### src/mips_pipe_settings.svh
`ifndef MIPS_PIPE_SETTINGS_SVH
`define MIPS_PIPE_SETTINGS_SVH

// first fetch address once nRST is released
`define DP_PC_INIT 32'h0000_0000

// return address register for JAL
`define DP_LINK_REG 5'd31

`endif

### src/mips_pipe_pkg.sv
package mips_pipe_pkg;

  typedef logic [31:0] word_t;
  typedef logic [4:0]  regbits_t;

  typedef enum logic [5:0] {
    RTYPE = 6'b000000,
    J     = 6'b000010,
    JAL   = 6'b000011,
    BEQ   = 6'b000100,
    BNE   = 6'b000101,
    ADDIU = 6'b001001,
    ORI   = 6'b001101,
    LUI   = 6'b001111,
    LW    = 6'b100011,
    SW    = 6'b101011,
    HALT  = 6'b111111
  } opcode_t;

  typedef enum logic [5:0] {
    JR   = 6'b001000,
    ADDU = 6'b100001,
    SUBU = 6'b100011,
    AND  = 6'b100100,
    OR   = 6'b100101,
    SLT  = 6'b101010
  } funct_t;

  typedef enum logic [2:0] {ALU_ADD, ALU_SUB, ALU_AND, ALU_OR, ALU_SLT, ALU_LUI} aluop_t;

  typedef enum logic {SRC_REG, SRC_IMM} alusrc_t;
  typedef enum logic [1:0] {DST_RD, DST_RT, DST_LINK} regdst_t;
  typedef enum logic [1:0] {WB_ALU, WB_LOAD, WB_NPC} wbsel_t;
  typedef enum logic [1:0] {EXT_ZERO, EXT_SIGN, EXT_UPPER} extsel_t;
  typedef enum logic [1:0] {PC_SEQ, PC_JUMP, PC_BRANCH, PC_JR} pcsrc_t;
  typedef enum logic [1:0] {FWD_NONE, FWD_MEM, FWD_WB} fwdsel_t;

  // register format
  typedef struct packed {
    opcode_t  opcode;
    regbits_t rs;
    regbits_t rt;
    regbits_t rd;
    logic [4:0] shamt;
    funct_t   funct;
  } r_view_t;

  // immediate format, also carries the jump target in rs, rt and imm
  typedef struct packed {
    opcode_t  opcode;
    regbits_t rs;
    regbits_t rt;
    logic [15:0] imm;
  } i_view_t;

  typedef union packed {
    r_view_t r;
    i_view_t i;
  } instr_t;

endpackage

### src/alu.sv
module alu import mips_pipe_pkg::*; (
  input  word_t  port_a,
  input  word_t  port_b,
  input  aluop_t alu_op,
  output word_t  result,
  output logic   zero
);

  always_comb begin
    case (alu_op)
      ALU_ADD: result = port_a + port_b;
      ALU_SUB: result = port_a - port_b;
      ALU_AND: result = port_a & port_b;
      ALU_OR:  result = port_a | port_b;
      // signed compare
      ALU_SLT: begin
        if ($signed(port_a) < $signed(port_b)) begin
          result = 32'd1;
        end else begin
          result = 32'd0;
        end
      end
      // immediate already shifted by the extender
      ALU_LUI: result = port_b;
      default: result = '0;
    endcase
  end

  // used by BEQ and BNE
  assign zero = (result == '0);

endmodule

### src/control_unit.sv
module control_unit import mips_pipe_pkg::*; (
  input  instr_t  instr,
  output aluop_t  alu_op,
  output alusrc_t alu_src,
  output regdst_t reg_dst,
  output wbsel_t  wb_sel,
  output extsel_t ext_sel,
  output logic    reg_wen,
  output logic    mem_ren,
  output logic    mem_wen,
  output logic    is_branch,
  output logic    branch_ne,
  output logic    is_jump,
  output logic    is_jr,
  output logic    is_halt
);

  always_comb begin
    // no-op unless the opcode says otherwise
    alu_op    = ALU_ADD;
    alu_src   = SRC_REG;
    reg_dst   = DST_RD;
    wb_sel    = WB_ALU;
    ext_sel   = EXT_ZERO;
    reg_wen   = 1'b0;
    mem_ren   = 1'b0;
    mem_wen   = 1'b0;
    is_branch = 1'b0;
    branch_ne = 1'b0;
    is_jump   = 1'b0;
    is_jr     = 1'b0;
    is_halt   = 1'b0;

    case (instr.r.opcode)
      RTYPE: begin
        reg_wen = 1'b1;
        case (instr.r.funct)
          ADDU:    alu_op = ALU_ADD;
          SUBU:    alu_op = ALU_SUB;
          AND:     alu_op = ALU_AND;
          OR:      alu_op = ALU_OR;
          SLT:     alu_op = ALU_SLT;
          JR: begin
            reg_wen = 1'b0;
            is_jr   = 1'b1;
          end
          default: reg_wen = 1'b0;
        endcase
      end
      J:       is_jump = 1'b1;
      JAL: begin
        is_jump = 1'b1;
        reg_wen = 1'b1;
        reg_dst = DST_LINK;
        wb_sel  = WB_NPC;
      end
      // compare by subtraction, offset sign extended
      BEQ, BNE: begin
        is_branch = 1'b1;
        branch_ne = (instr.r.opcode == BNE);
        alu_op    = ALU_SUB;
        ext_sel   = EXT_SIGN;
      end
      ADDIU, ORI, LUI, LW: begin
        alu_src = SRC_IMM;
        reg_dst = DST_RT;
        reg_wen = 1'b1;
        case (instr.r.opcode)
          ORI:     alu_op = ALU_OR;
          LUI: begin
            alu_op  = ALU_LUI;
            ext_sel = EXT_UPPER;
          end
          default: ext_sel = EXT_SIGN;
        endcase
        if (instr.r.opcode == LW) begin
          wb_sel  = WB_LOAD;
          mem_ren = 1'b1;
        end
      end
      SW: begin
        alu_src = SRC_IMM;
        ext_sel = EXT_SIGN;
        mem_wen = 1'b1;
      end
      HALT:    is_halt = 1'b1;
      default: reg_wen = 1'b0;
    endcase
  end

endmodule

### src/datapath.sv
`include "mips_pipe_settings.svh"

module datapath import mips_pipe_pkg::*; (
  input  logic  CLK,
  input  logic  nRST,
  input  logic  ihit,
  input  word_t imemload,
  input  logic  dhit,
  input  word_t dmemload,
  output logic  imemREN,
  output word_t imemaddr,
  output logic  dmemREN,
  output logic  dmemWEN,
  output word_t dmemaddr,
  output word_t dmemstore,
  output logic  halt
);

  logic     pc_en, en_ifid, en_idex, en_exmem, en_memwb;
  logic     flush_ifid, flush_idex, flush_exmem;
  pcsrc_t   pcsrc;
  fwdsel_t  fwd_a, fwd_b;
  word_t    pc, pc_plus4, next_pc, jump_target, branch_target;
  instr_t   ifid_instr;
  word_t    ifid_npc;
  aluop_t   cu_alu_op;
  alusrc_t  cu_alu_src;
  regdst_t  cu_reg_dst;
  wbsel_t   cu_wb_sel;
  extsel_t  cu_ext_sel;
  logic     cu_reg_wen, cu_mem_ren, cu_mem_wen, cu_branch, cu_branch_ne;
  logic     cu_jump, cu_jr, cu_halt;
  word_t    rdat1, rdat2, imm_ext;
  regbits_t dst_id;
  logic     idex_reg_wen, idex_mem_ren, idex_mem_wen, idex_branch, idex_jr, idex_halt;
  logic     idex_branch_ne;
  aluop_t   idex_alu_op;
  alusrc_t  idex_alu_src;
  wbsel_t   idex_wb_sel;
  word_t    idex_rdat1, idex_rdat2, idex_imm, idex_npc;
  regbits_t idex_rs, idex_rt, idex_dst;
  word_t    opnd_a, opnd_b, alu_b, alu_out;
  logic     alu_zero, branch_taken;
  logic     exmem_reg_wen, exmem_mem_ren, exmem_mem_wen, exmem_halt;
  wbsel_t   exmem_wb_sel;
  word_t    exmem_result, exmem_store, exmem_npc, mem_val;
  regbits_t exmem_dst;
  logic     memwb_reg_wen, memwb_halt;
  wbsel_t   memwb_wb_sel;
  word_t    memwb_result, memwb_npc, load_q, wdat;
  regbits_t memwb_dst;

  // fetch
  assign imemREN  = !halt;
  assign imemaddr = pc;
  assign pc_plus4 = pc + 32'd4;

  always_comb begin
    case (pcsrc)
      PC_JUMP:   next_pc = jump_target;
      PC_BRANCH: next_pc = branch_target;
      PC_JR:     next_pc = opnd_a;
      default:   next_pc = pc_plus4;
    endcase
  end

  always_ff @(posedge CLK, negedge nRST) begin
    if (!nRST) begin
      pc <= `DP_PC_INIT;
    end else if (pc_en) begin
      pc <= next_pc;
    end
  end

  // IF/ID, an all-zero word decodes as a no-op
  always_ff @(posedge CLK, negedge nRST) begin
    if (!nRST) begin
      ifid_instr <= '0;
    end else if (en_ifid) begin
      ifid_instr <= flush_ifid ? '0 : imemload;
    end
  end

  always_ff @(posedge CLK) begin
    if (en_ifid) begin
      ifid_npc <= pc_plus4;
    end
  end

  // decode
  control_unit u_control (
    .instr(ifid_instr), .alu_op(cu_alu_op), .alu_src(cu_alu_src), .reg_dst(cu_reg_dst),
    .wb_sel(cu_wb_sel), .ext_sel(cu_ext_sel), .reg_wen(cu_reg_wen), .mem_ren(cu_mem_ren),
    .mem_wen(cu_mem_wen), .is_branch(cu_branch), .branch_ne(cu_branch_ne),
    .is_jump(cu_jump), .is_jr(cu_jr), .is_halt(cu_halt)
  );

  register_file u_regs (
    .CLK(CLK), .nRST(nRST), .wen(memwb_reg_wen), .wsel(memwb_dst), .wdat(wdat),
    .rsel1(ifid_instr.r.rs), .rsel2(ifid_instr.r.rt), .rdat1(rdat1), .rdat2(rdat2)
  );

  always_comb begin
    case (cu_ext_sel)
      EXT_SIGN:  imm_ext = {{16{ifid_instr.i.imm[15]}}, ifid_instr.i.imm};
      EXT_UPPER: imm_ext = {ifid_instr.i.imm, 16'h0000};
      default:   imm_ext = {16'h0000, ifid_instr.i.imm};
    endcase
  end

  always_comb begin
    case (cu_reg_dst)
      DST_RT:   dst_id = ifid_instr.i.rt;
      DST_LINK: dst_id = `DP_LINK_REG;
      default:  dst_id = ifid_instr.r.rd;
    endcase
  end

  // low 26 bits of the word are the target index
  assign jump_target = {ifid_npc[31:28], ifid_instr.i.rs, ifid_instr.i.rt,
                        ifid_instr.i.imm, 2'b00};

  // ID/EX, only the side-effect flags are cleared for a bubble
  always_ff @(posedge CLK, negedge nRST) begin
    if (!nRST) begin
      idex_reg_wen <= 1'b0;
      idex_mem_ren <= 1'b0;
      idex_mem_wen <= 1'b0;
      idex_branch  <= 1'b0;
      idex_jr      <= 1'b0;
      idex_halt    <= 1'b0;
    end else if (en_idex) begin
      idex_reg_wen <= cu_reg_wen && !flush_idex;
      idex_mem_ren <= cu_mem_ren && !flush_idex;
      idex_mem_wen <= cu_mem_wen && !flush_idex;
      idex_branch  <= cu_branch && !flush_idex;
      idex_jr      <= cu_jr && !flush_idex;
      idex_halt    <= cu_halt && !flush_idex;
    end
  end

  always_ff @(posedge CLK) begin
    if (en_idex) begin
      idex_branch_ne <= cu_branch_ne;
      idex_alu_op    <= cu_alu_op;
      idex_alu_src   <= cu_alu_src;
      idex_wb_sel    <= cu_wb_sel;
      idex_rdat1     <= rdat1;
      idex_rdat2     <= rdat2;
      idex_imm       <= imm_ext;
      idex_npc       <= ifid_npc;
      idex_rs        <= ifid_instr.r.rs;
      idex_rt        <= ifid_instr.r.rt;
      idex_dst       <= dst_id;
    end
  end

  // execute
  always_comb begin
    case (fwd_a)
      FWD_MEM: opnd_a = mem_val;
      FWD_WB:  opnd_a = wdat;
      default: opnd_a = idex_rdat1;
    endcase
    case (fwd_b)
      FWD_MEM: opnd_b = mem_val;
      FWD_WB:  opnd_b = wdat;
      default: opnd_b = idex_rdat2;
    endcase
  end

  assign alu_b = (idex_alu_src == SRC_IMM) ? idex_imm : opnd_b;

  alu u_alu (.port_a(opnd_a), .port_b(alu_b), .alu_op(idex_alu_op), .result(alu_out),
             .zero(alu_zero));

  assign branch_target = idex_npc + {idex_imm[29:0], 2'b00};
  assign branch_taken  = idex_branch && (alu_zero != idex_branch_ne);

  always_ff @(posedge CLK, negedge nRST) begin
    if (!nRST) begin
      exmem_reg_wen <= 1'b0;
      exmem_mem_ren <= 1'b0;
      exmem_mem_wen <= 1'b0;
      exmem_halt    <= 1'b0;
    end else if (en_exmem) begin
      exmem_reg_wen <= idex_reg_wen && !flush_exmem;
      exmem_mem_ren <= idex_mem_ren && !flush_exmem;
      exmem_mem_wen <= idex_mem_wen && !flush_exmem;
      exmem_halt    <= idex_halt && !flush_exmem;
    end
  end

  always_ff @(posedge CLK) begin
    if (en_exmem) begin
      exmem_wb_sel <= idex_wb_sel;
      exmem_result <= alu_out;
      exmem_store  <= opnd_b;
      exmem_npc    <= idex_npc;
      exmem_dst    <= idex_dst;
    end
  end

  // memory, JAL's link value forwards from here too
  assign dmemREN   = exmem_mem_ren;
  assign dmemWEN   = exmem_mem_wen;
  assign dmemaddr  = exmem_result;
  assign dmemstore = exmem_store;
  assign mem_val   = (exmem_wb_sel == WB_NPC) ? exmem_npc : exmem_result;

  always_ff @(posedge CLK) begin
    if (dhit) begin
      load_q <= dmemload;
    end
  end

  always_ff @(posedge CLK, negedge nRST) begin
    if (!nRST) begin
      memwb_reg_wen <= 1'b0;
      memwb_halt    <= 1'b0;
    end else if (en_memwb) begin
      memwb_reg_wen <= exmem_reg_wen;
      memwb_halt    <= exmem_halt;
    end
  end

  always_ff @(posedge CLK) begin
    if (en_memwb) begin
      memwb_wb_sel <= exmem_wb_sel;
      memwb_result <= exmem_result;
      memwb_npc    <= exmem_npc;
      memwb_dst    <= exmem_dst;
    end
  end

  // write-back
  always_comb begin
    case (memwb_wb_sel)
      WB_LOAD: wdat = load_q;
      WB_NPC:  wdat = memwb_npc;
      default: wdat = memwb_result;
    endcase
  end

  // sticky until reset
  always_ff @(posedge CLK, negedge nRST) begin
    if (!nRST) begin
      halt <= 1'b0;
    end else if (memwb_halt) begin
      halt <= 1'b1;
    end
  end

  forward_unit u_forward (
    .rs_ex(idex_rs), .rt_ex(idex_rt), .dst_mem(exmem_dst), .dst_wb(memwb_dst),
    .wen_mem(exmem_reg_wen), .wen_wb(memwb_reg_wen), .fwd_a(fwd_a), .fwd_b(fwd_b)
  );

  hazard_unit u_hazard (
    .ihit(ihit), .dhit(dhit), .mem_busy(exmem_mem_ren || exmem_mem_wen),
    .load_ex(idex_mem_ren), .rt_ex(idex_rt), .rs_id(ifid_instr.r.rs),
    .rt_id(ifid_instr.r.rt), .jump_id(cu_jump), .branch_taken_ex(branch_taken),
    .jr_ex(idex_jr), .halted(halt || memwb_halt || exmem_halt), .pc_en(pc_en),
    .en_ifid(en_ifid), .en_idex(en_idex), .en_exmem(en_exmem), .en_memwb(en_memwb),
    .flush_ifid(flush_ifid), .flush_idex(flush_idex), .flush_exmem(flush_exmem),
    .pcsrc(pcsrc)
  );

  a_one_data_request: assert property (@(posedge CLK) disable iff (!nRST)
    !(dmemREN && dmemWEN))
    else $error("load and store requested together");

  a_halt_sticky: assert property (@(posedge CLK) disable iff (!nRST) halt |=> halt)
    else $error("halt dropped without reset");

endmodule

### src/forward_unit.sv
module forward_unit import mips_pipe_pkg::*; (
  input  regbits_t rs_ex,
  input  regbits_t rt_ex,
  input  regbits_t dst_mem,
  input  regbits_t dst_wb,
  input  logic     wen_mem,
  input  logic     wen_wb,
  output fwdsel_t  fwd_a,
  output fwdsel_t  fwd_b
);

  logic mem_live, wb_live;

  // writes to register zero carry nothing
  assign mem_live = wen_mem && (dst_mem != '0);
  assign wb_live  = wen_wb && (dst_wb != '0);

  // the younger result in EX/MEM wins
  always_comb begin
    fwd_a = FWD_NONE;
    if (mem_live && (dst_mem == rs_ex)) begin
      fwd_a = FWD_MEM;
    end else if (wb_live && (dst_wb == rs_ex)) begin
      fwd_a = FWD_WB;
    end
  end

  // also selects the SW store data
  always_comb begin
    fwd_b = FWD_NONE;
    if (mem_live && (dst_mem == rt_ex)) begin
      fwd_b = FWD_MEM;
    end else if (wb_live && (dst_wb == rt_ex)) begin
      fwd_b = FWD_WB;
    end
  end

endmodule

### src/hazard_unit.sv
module hazard_unit import mips_pipe_pkg::*; (
  input  logic     ihit,
  input  logic     dhit,
  input  logic     mem_busy,
  input  logic     load_ex,
  input  regbits_t rt_ex,
  input  regbits_t rs_id,
  input  regbits_t rt_id,
  input  logic     jump_id,
  input  logic     branch_taken_ex,
  input  logic     jr_ex,
  input  logic     halted,
  output logic     pc_en,
  output logic     en_ifid,
  output logic     en_idex,
  output logic     en_exmem,
  output logic     en_memwb,
  output logic     flush_ifid,
  output logic     flush_idex,
  output logic     flush_exmem,
  output pcsrc_t   pcsrc
);

  logic load_use;

  // loaded value not ready for the instruction in ID
  assign load_use = load_ex && (rt_ex != '0) && ((rt_ex == rs_id) || (rt_ex == rt_id));

  always_comb begin
    pc_en       = 1'b1;
    en_ifid     = 1'b1;
    en_idex     = 1'b1;
    en_exmem    = 1'b1;
    en_memwb    = 1'b1;
    flush_ifid  = 1'b0;
    flush_idex  = 1'b0;
    flush_exmem = 1'b0;
    pcsrc       = PC_SEQ;

    if (mem_busy && !dhit) begin
      // data access pending, hold everything
      pc_en    = 1'b0;
      en_ifid  = 1'b0;
      en_idex  = 1'b0;
      en_exmem = 1'b0;
      en_memwb = 1'b0;
    end else if (halted) begin
      // drain HALT, drop everything younger
      pc_en       = 1'b0;
      flush_ifid  = 1'b1;
      flush_idex  = 1'b1;
      flush_exmem = 1'b1;
    end else if (branch_taken_ex || jr_ex) begin
      pcsrc      = jr_ex ? PC_JR : PC_BRANCH;
      flush_ifid = 1'b1;
      flush_idex = 1'b1;
    end else if (load_use) begin
      pc_en      = 1'b0;
      en_ifid    = 1'b0;
      flush_idex = 1'b1;
    end else if (jump_id) begin
      pcsrc      = PC_JUMP;
      flush_ifid = 1'b1;
    end else if (!ihit) begin
      // fetch not back yet
      pc_en      = 1'b0;
      flush_ifid = 1'b1;
    end
  end

  always_comb begin
    a_no_flush_frozen: assert final ((en_ifid || !flush_ifid) && (en_idex || !flush_idex) &&
                                     (en_exmem || !flush_exmem))
      else $error("stage flushed while frozen");
  end

endmodule

### src/register_file.sv
module register_file import mips_pipe_pkg::*; (
  input  logic     CLK,
  input  logic     nRST,
  input  logic     wen,
  input  regbits_t wsel,
  input  word_t    wdat,
  input  regbits_t rsel1,
  input  regbits_t rsel2,
  output word_t    rdat1,
  output word_t    rdat2
);

  word_t regs [32];
  logic  wr_live;

  // register zero is never written
  assign wr_live = wen && (wsel != '0);

  always_ff @(posedge CLK, negedge nRST) begin
    if (!nRST) begin
      regs <= '{default: '0};
    end else if (wr_live) begin
      regs[wsel] <= wdat;
    end
  end

  // write-back value seen by ID in the same cycle
  always_comb begin
    rdat1 = regs[rsel1];
    rdat2 = regs[rsel2];
    if (wr_live && (wsel == rsel1)) begin
      rdat1 = wdat;
    end
    if (wr_live && (wsel == rsel2)) begin
      rdat2 = wdat;
    end
  end

  a_zero_reads_zero: assert property (@(posedge CLK) disable iff (!nRST)
    ((rsel1 != '0) || (rdat1 == '0)) && ((rsel2 != '0) || (rdat2 == '0)))
    else $error("register zero read back nonzero");

endmodule

### config.mk
export PLATFORM = sky130hd
export DESIGN_NAME = datapath
export DESIGN_NICKNAME = d
export VERILOG_FILES = /design/src/mips_pipe_pkg.sv /design/src/alu.sv /design/src/control_unit.sv /design/src/datapath.sv /design/src/forward_unit.sv /design/src/hazard_unit.sv /design/src/register_file.sv
export VERILOG_INCLUDE_DIRS = /design/src
export SDC_FILE = /design/constraint.sdc
export NUM_CORES = 2
export LEC_CHECK = 0
export ABC_CLOCK_PERIOD_IN_PS = 9940
export BUFFER_PORTS_ARGS = -buffer_cell sky130_fd_sc_hd__buf_2
export CAP_MARGIN = 25
export CORE_ASPECT_RATIO = 1.25
export CORE_MARGIN = 3
export CORE_UTILIZATION = 35
export DETAILED_ROUTE_END_ITERATION = 10
export PLACE_DENSITY = 0.47
export REMOVE_ABC_BUFFERS = 1
export SYNTH_ARGS = -nofsm -noshare
export SYNTH_HDL_FRONTEND = slang
export SYNTH_HIERARCHICAL = 1
export SYNTH_SLANG_ARGS = --single-unit
### constraint.sdc
create_clock -name CLK -period 9.94 [get_ports CLK]
set_clock_uncertainty 0.1 [all_clocks]
set_input_delay 2.982 -clock CLK [delete_from_list [all_inputs] [get_ports CLK]]
set_output_delay 2.982 -clock CLK [all_outputs]
set_load 0.01 [all_outputs]
==> metrics.md <==
| Metric | Value |
|---|---|
| Status | `finished, final reports clean` |
| Max-slew headroom | `23.0%` |
| WHS Path Cells | `0` |
| R2r startpoint | `exmem_dst[1]` |
| Final std cells w/o fill | `approximately 9200` |
| GRT overflow | `0` |
| GPL Wtd Cong | `roughly 0.96` |
| Antenna violations before repair | `15` |
| Worst-path fanout max | `30` |
| Layout cells sized above 1 | `about 40%` |
| I/O Pins | `168` |
| R2R cell count | `33` |
| Final Max Tran Viols | `0` |
| FF+latch count, synth | `around 1500` |
| Most frequent cells in the layout | `mux2_2 (1102), dfrtp_1 (1097), mux4_2 (524), edfxtp_1 (388), o22ai_1 (257)` |
| Syn_area_per_cell | `roughly 14 um2` |
| Type of the worst setup path | `reg2reg` |
| Worst path most repeated cell | `nor4_2` |
| PortBufs | `167` |
| Vias in the first global route | `56300` |
| Yosys warnings | `6` |
| Worst Path Required | `10.50 ns` |
| H-tree Lvls | `4` |
| Filler cells | `about 21000` |
| Drt total wl | `between 300000 and 400000 um` |
| Startpoint types | `flop` |
| DIE HEIGHT | `roughly 540 um` |
| Arr. time, crit path | `about 10 ns` |
| Final #Nets | `6187` |
| Dpl hpwl | `roughly 200000 um` |
| Clock Path Buffers | `4` |
| Placed cell areas | `about 85000 um2` |
| Setup Fix Bufs, Post-CTS | `0` |
| Core area | `approximately 230000 um2` |
| Max VDD drop | `~150 uV` |
| Crit end category | `flop` |
| Max incr delay on CP | `~0.72 ns` |
| Sequential element share of the synthesized area | `between 40% and 50%` |
| Initial Util | `between 30% and 40%` |
| Row cnt | `~200` |
| Register Area | `around 39000 um2` |
| Buf/Inv on CP | `6` |
| Max Cap Viol | `0` |
| Via count | `55100` |
| Clock buffer count from CTS | `170` |
| Commonest non-fill, non-tap cell in the layout | `mux2_2` |
| R2r setup slk | `0.42 ns` |
| Placed cells | `between 8000 and 9000` |
| Die ar. | `around 240000 um2` |
| CTS clk-pin slew, worst paths | `~0.06 ns` |
| CP delay by family, top | `simple AND/OR/NAND/NOR gates` |
| Worst-Margin Slew | `1.15 ns` |
| Largest register FFs | `1024` |
| RSZ-0062 raised after global routing | `no` |
| Largest net degree at the start of global routing | `around 170` |
| Post-synth EDFFs | `between 300 and 400` |
| Endpoints failing setup | `0` |
| Drt initial violations | `4827` |
| Design area | `~91000 um2` |
| Crit share post-route | `between 90% and 100%` |
| CTS root buffer | `clkbuf_16` |
| P per Cell Area | `approximately 210 nW/um2` |
| Gate Count Post-Synth | `between 5000 and 6000` |
| Synthesized cell area | `approximately 81000 um2` |
| Mean routed wirelength per cell | `33.9 um` |
| Final Hold Vio Count | `0` |
| Final min period | `around 9.5 ns` |
| Vias/cell | `5.99` |
| Ys async rst share | `73.9%` |
| Ys flop type | `dfrtp_1` |
| Critical path depth in cells | `33` |
| Top reg by flops | `u_regs/regs` |
| All-Layer GR Usage | `25.8%` |
| Die X-Extent | `about 440 um` |
| CTS tree | `yes` |
| Multi-input gate area | `between 30000 and 40000 um2` |
| LEAKAGE | `approximately 39 nW` |
| Critical path's slowest cell | `o41ai_1` |
| Clk sink count | `between 1000 and 1500` |
| Synth cell types | `between 100 and 150` |
| First-pass GRT wire length | `approximately 440000 um` |
| # DRC | `0` |
| Clock Latency Late Sink | `0.85 ns` |
| Layout area overhead | `12.5%` |
| Hold_sp | `u_regs/regs[1017]` |
| Hold Path End | `u_regs/regs[1017]` |
| Routed Antenna Nets | `0` |
| FF-to-FF End | `imemaddr[31]` |
| Max Clk Rate | `around 110 MHz` |
| Pre-antenna DRT Iters | `6` |
| Hold crit path type | `reg2reg` |
layer usage:
metal / vias to the layer above / share of wire [%] / global-route usage, %
met4: 0 / 5.9 / 13.0
li1: 22900 / - / -
met2: 2036 / 49 / 43.8
met1: 29500 / 40 / 32.3
met5: - / 0 / 0
met3: 634 / 5.3 / 3.45
worst max path at each step:
stage                   startpoint  slack, ns           end
floorplan           ifid_instr[21]      -5.17  imemaddr[15]
global placement      exmem_dst[1]       0.12  imemaddr[31]
detailed placement    exmem_dst[1]       0.16  imemaddr[31]
CTS                   exmem_dst[1]       0.06  imemaddr[31]
global route          exmem_dst[1]       0.01  imemaddr[31]
finish                exmem_dst[1]       0.42  imemaddr[31]
kinds of logic (layout without fill, tap and decap cells):
kind of cell / after synthesis / in the layout / synth area share [%]
muxes: 1652 / 1652 / 30.3
DFF: 1489 / 1489 / 48.6
AOI/OAI and AO/OA: 999 / 999 / 8.01
and+or+nand+nor: 837 / 837 / 5.42
buffers and inverters: 737 / 873 / 4.18
adders and majority gates: 144 / 144 / 2.26
xor gates and xnor gates: 113 / 113 / 1.23
other: 0 / 12 / 0
power breakdown:
| part | internal (W) | total, W | switching (W) |
|---|---|---|---|
| sequential | 0.00725 | 0.00810 | 0.000851 |
| clock | 0.00386 | 0.00656 | 0.00270 |
| combinational | 0.00180 | 0.00482 | 0.00302 |
| total | 0.0129 | 0.0195 | 0.00658 |
through the flow:
| step | TNS [ns] | util, % | setup slack, ns | total power [W] | hold slack [ns] |
|---|---|---|---|---|---|
| after floorplan | -718.92 | - | -5.17 | 0.0106 | 0.265 |
| after global placement | 0 | 37.1 | 0.120 | 0.0129 | 0.276 |
| after detailed placement | 0 | 37.2 | 0.160 | 0.0129 | 0.283 |
| after CTS | 0 | 39.6 | 0.0605 | 0.0196 | 0.297 |
| after global routing | 0 | 39.7 | 0.0126 | 0.0203 | 0.308 |
| final | 0 | 39.7 | 0.418 | 0.0195 | 0.292 |
Yosys cell counts, drive strengths merged (15+ instances only):
cell | n | area (um2)
a21o | 26 | 195
nor3 | 48 | 245
a21oi | 146 | 738
nand3 | 42 | 215
inv | 172 | 646
mux2i | 17 | 170
a22oi | 111 | 838
nand2b | 16 | 103
o211ai | 17 | 128
nor2 | 169 | 664
o22ai | 257 | 1610
o31ai | 18 | 149
nand2 | 268 | 1010
clkbuf | 299 | 1120
xor2 | 31 | 272
edfxtp | 388 | 11700
xnor2 | 82 | 718
nor4 | 88 | 621
o21ai | 247 | 1260
and3 | 19 | 119
mux4 | 524 | 11800
mux2 | 1111 | 12500
nand4 | 18 | 119
dfrtp | 1101 | 27600
nand3b | 58 | 435
buf | 265 | 1600
a211oi | 38 | 290
ha | 141 | 1760
nor2b | 17 | 114
and2 | 15 | 93.8
worst register-to-register path, delay by kind of cell (launching register included):
kind | cells | cell delay (ns)
compound gates | 12 | 2.97
xor+xnor | 2 | 0.36
buf+inv | 6 | 1.34
fa+ha+maj | 2 | 0.72
flops | 1 | 0.45
mux | 1 | 0.31
simple gates | 10 | 3.09
timing repair:
item / in CTS / in global routing
hold buffers: 0 / 0
endpoints found under the setup margin: 0 / 85
resized for setup: 0 / 8
cell type report:
| cell class | count | share of cell area [%] |
|---|---|---|
| tap | 3069 | 4.23 |
| timing repair buffer | 396 | 3.04 |
| clock buffer | 231 | 5.35 |
| antenna | 12 | 0.0331 |
| sequential | 1489 | 43.2 |
| clock inverter | 73 | 0.903 |
| inverter | 173 | 0.724 |
| multi-input combinational | 3745 | 42.5 |
Note: power is estimated with default switching activity, not from simulation.
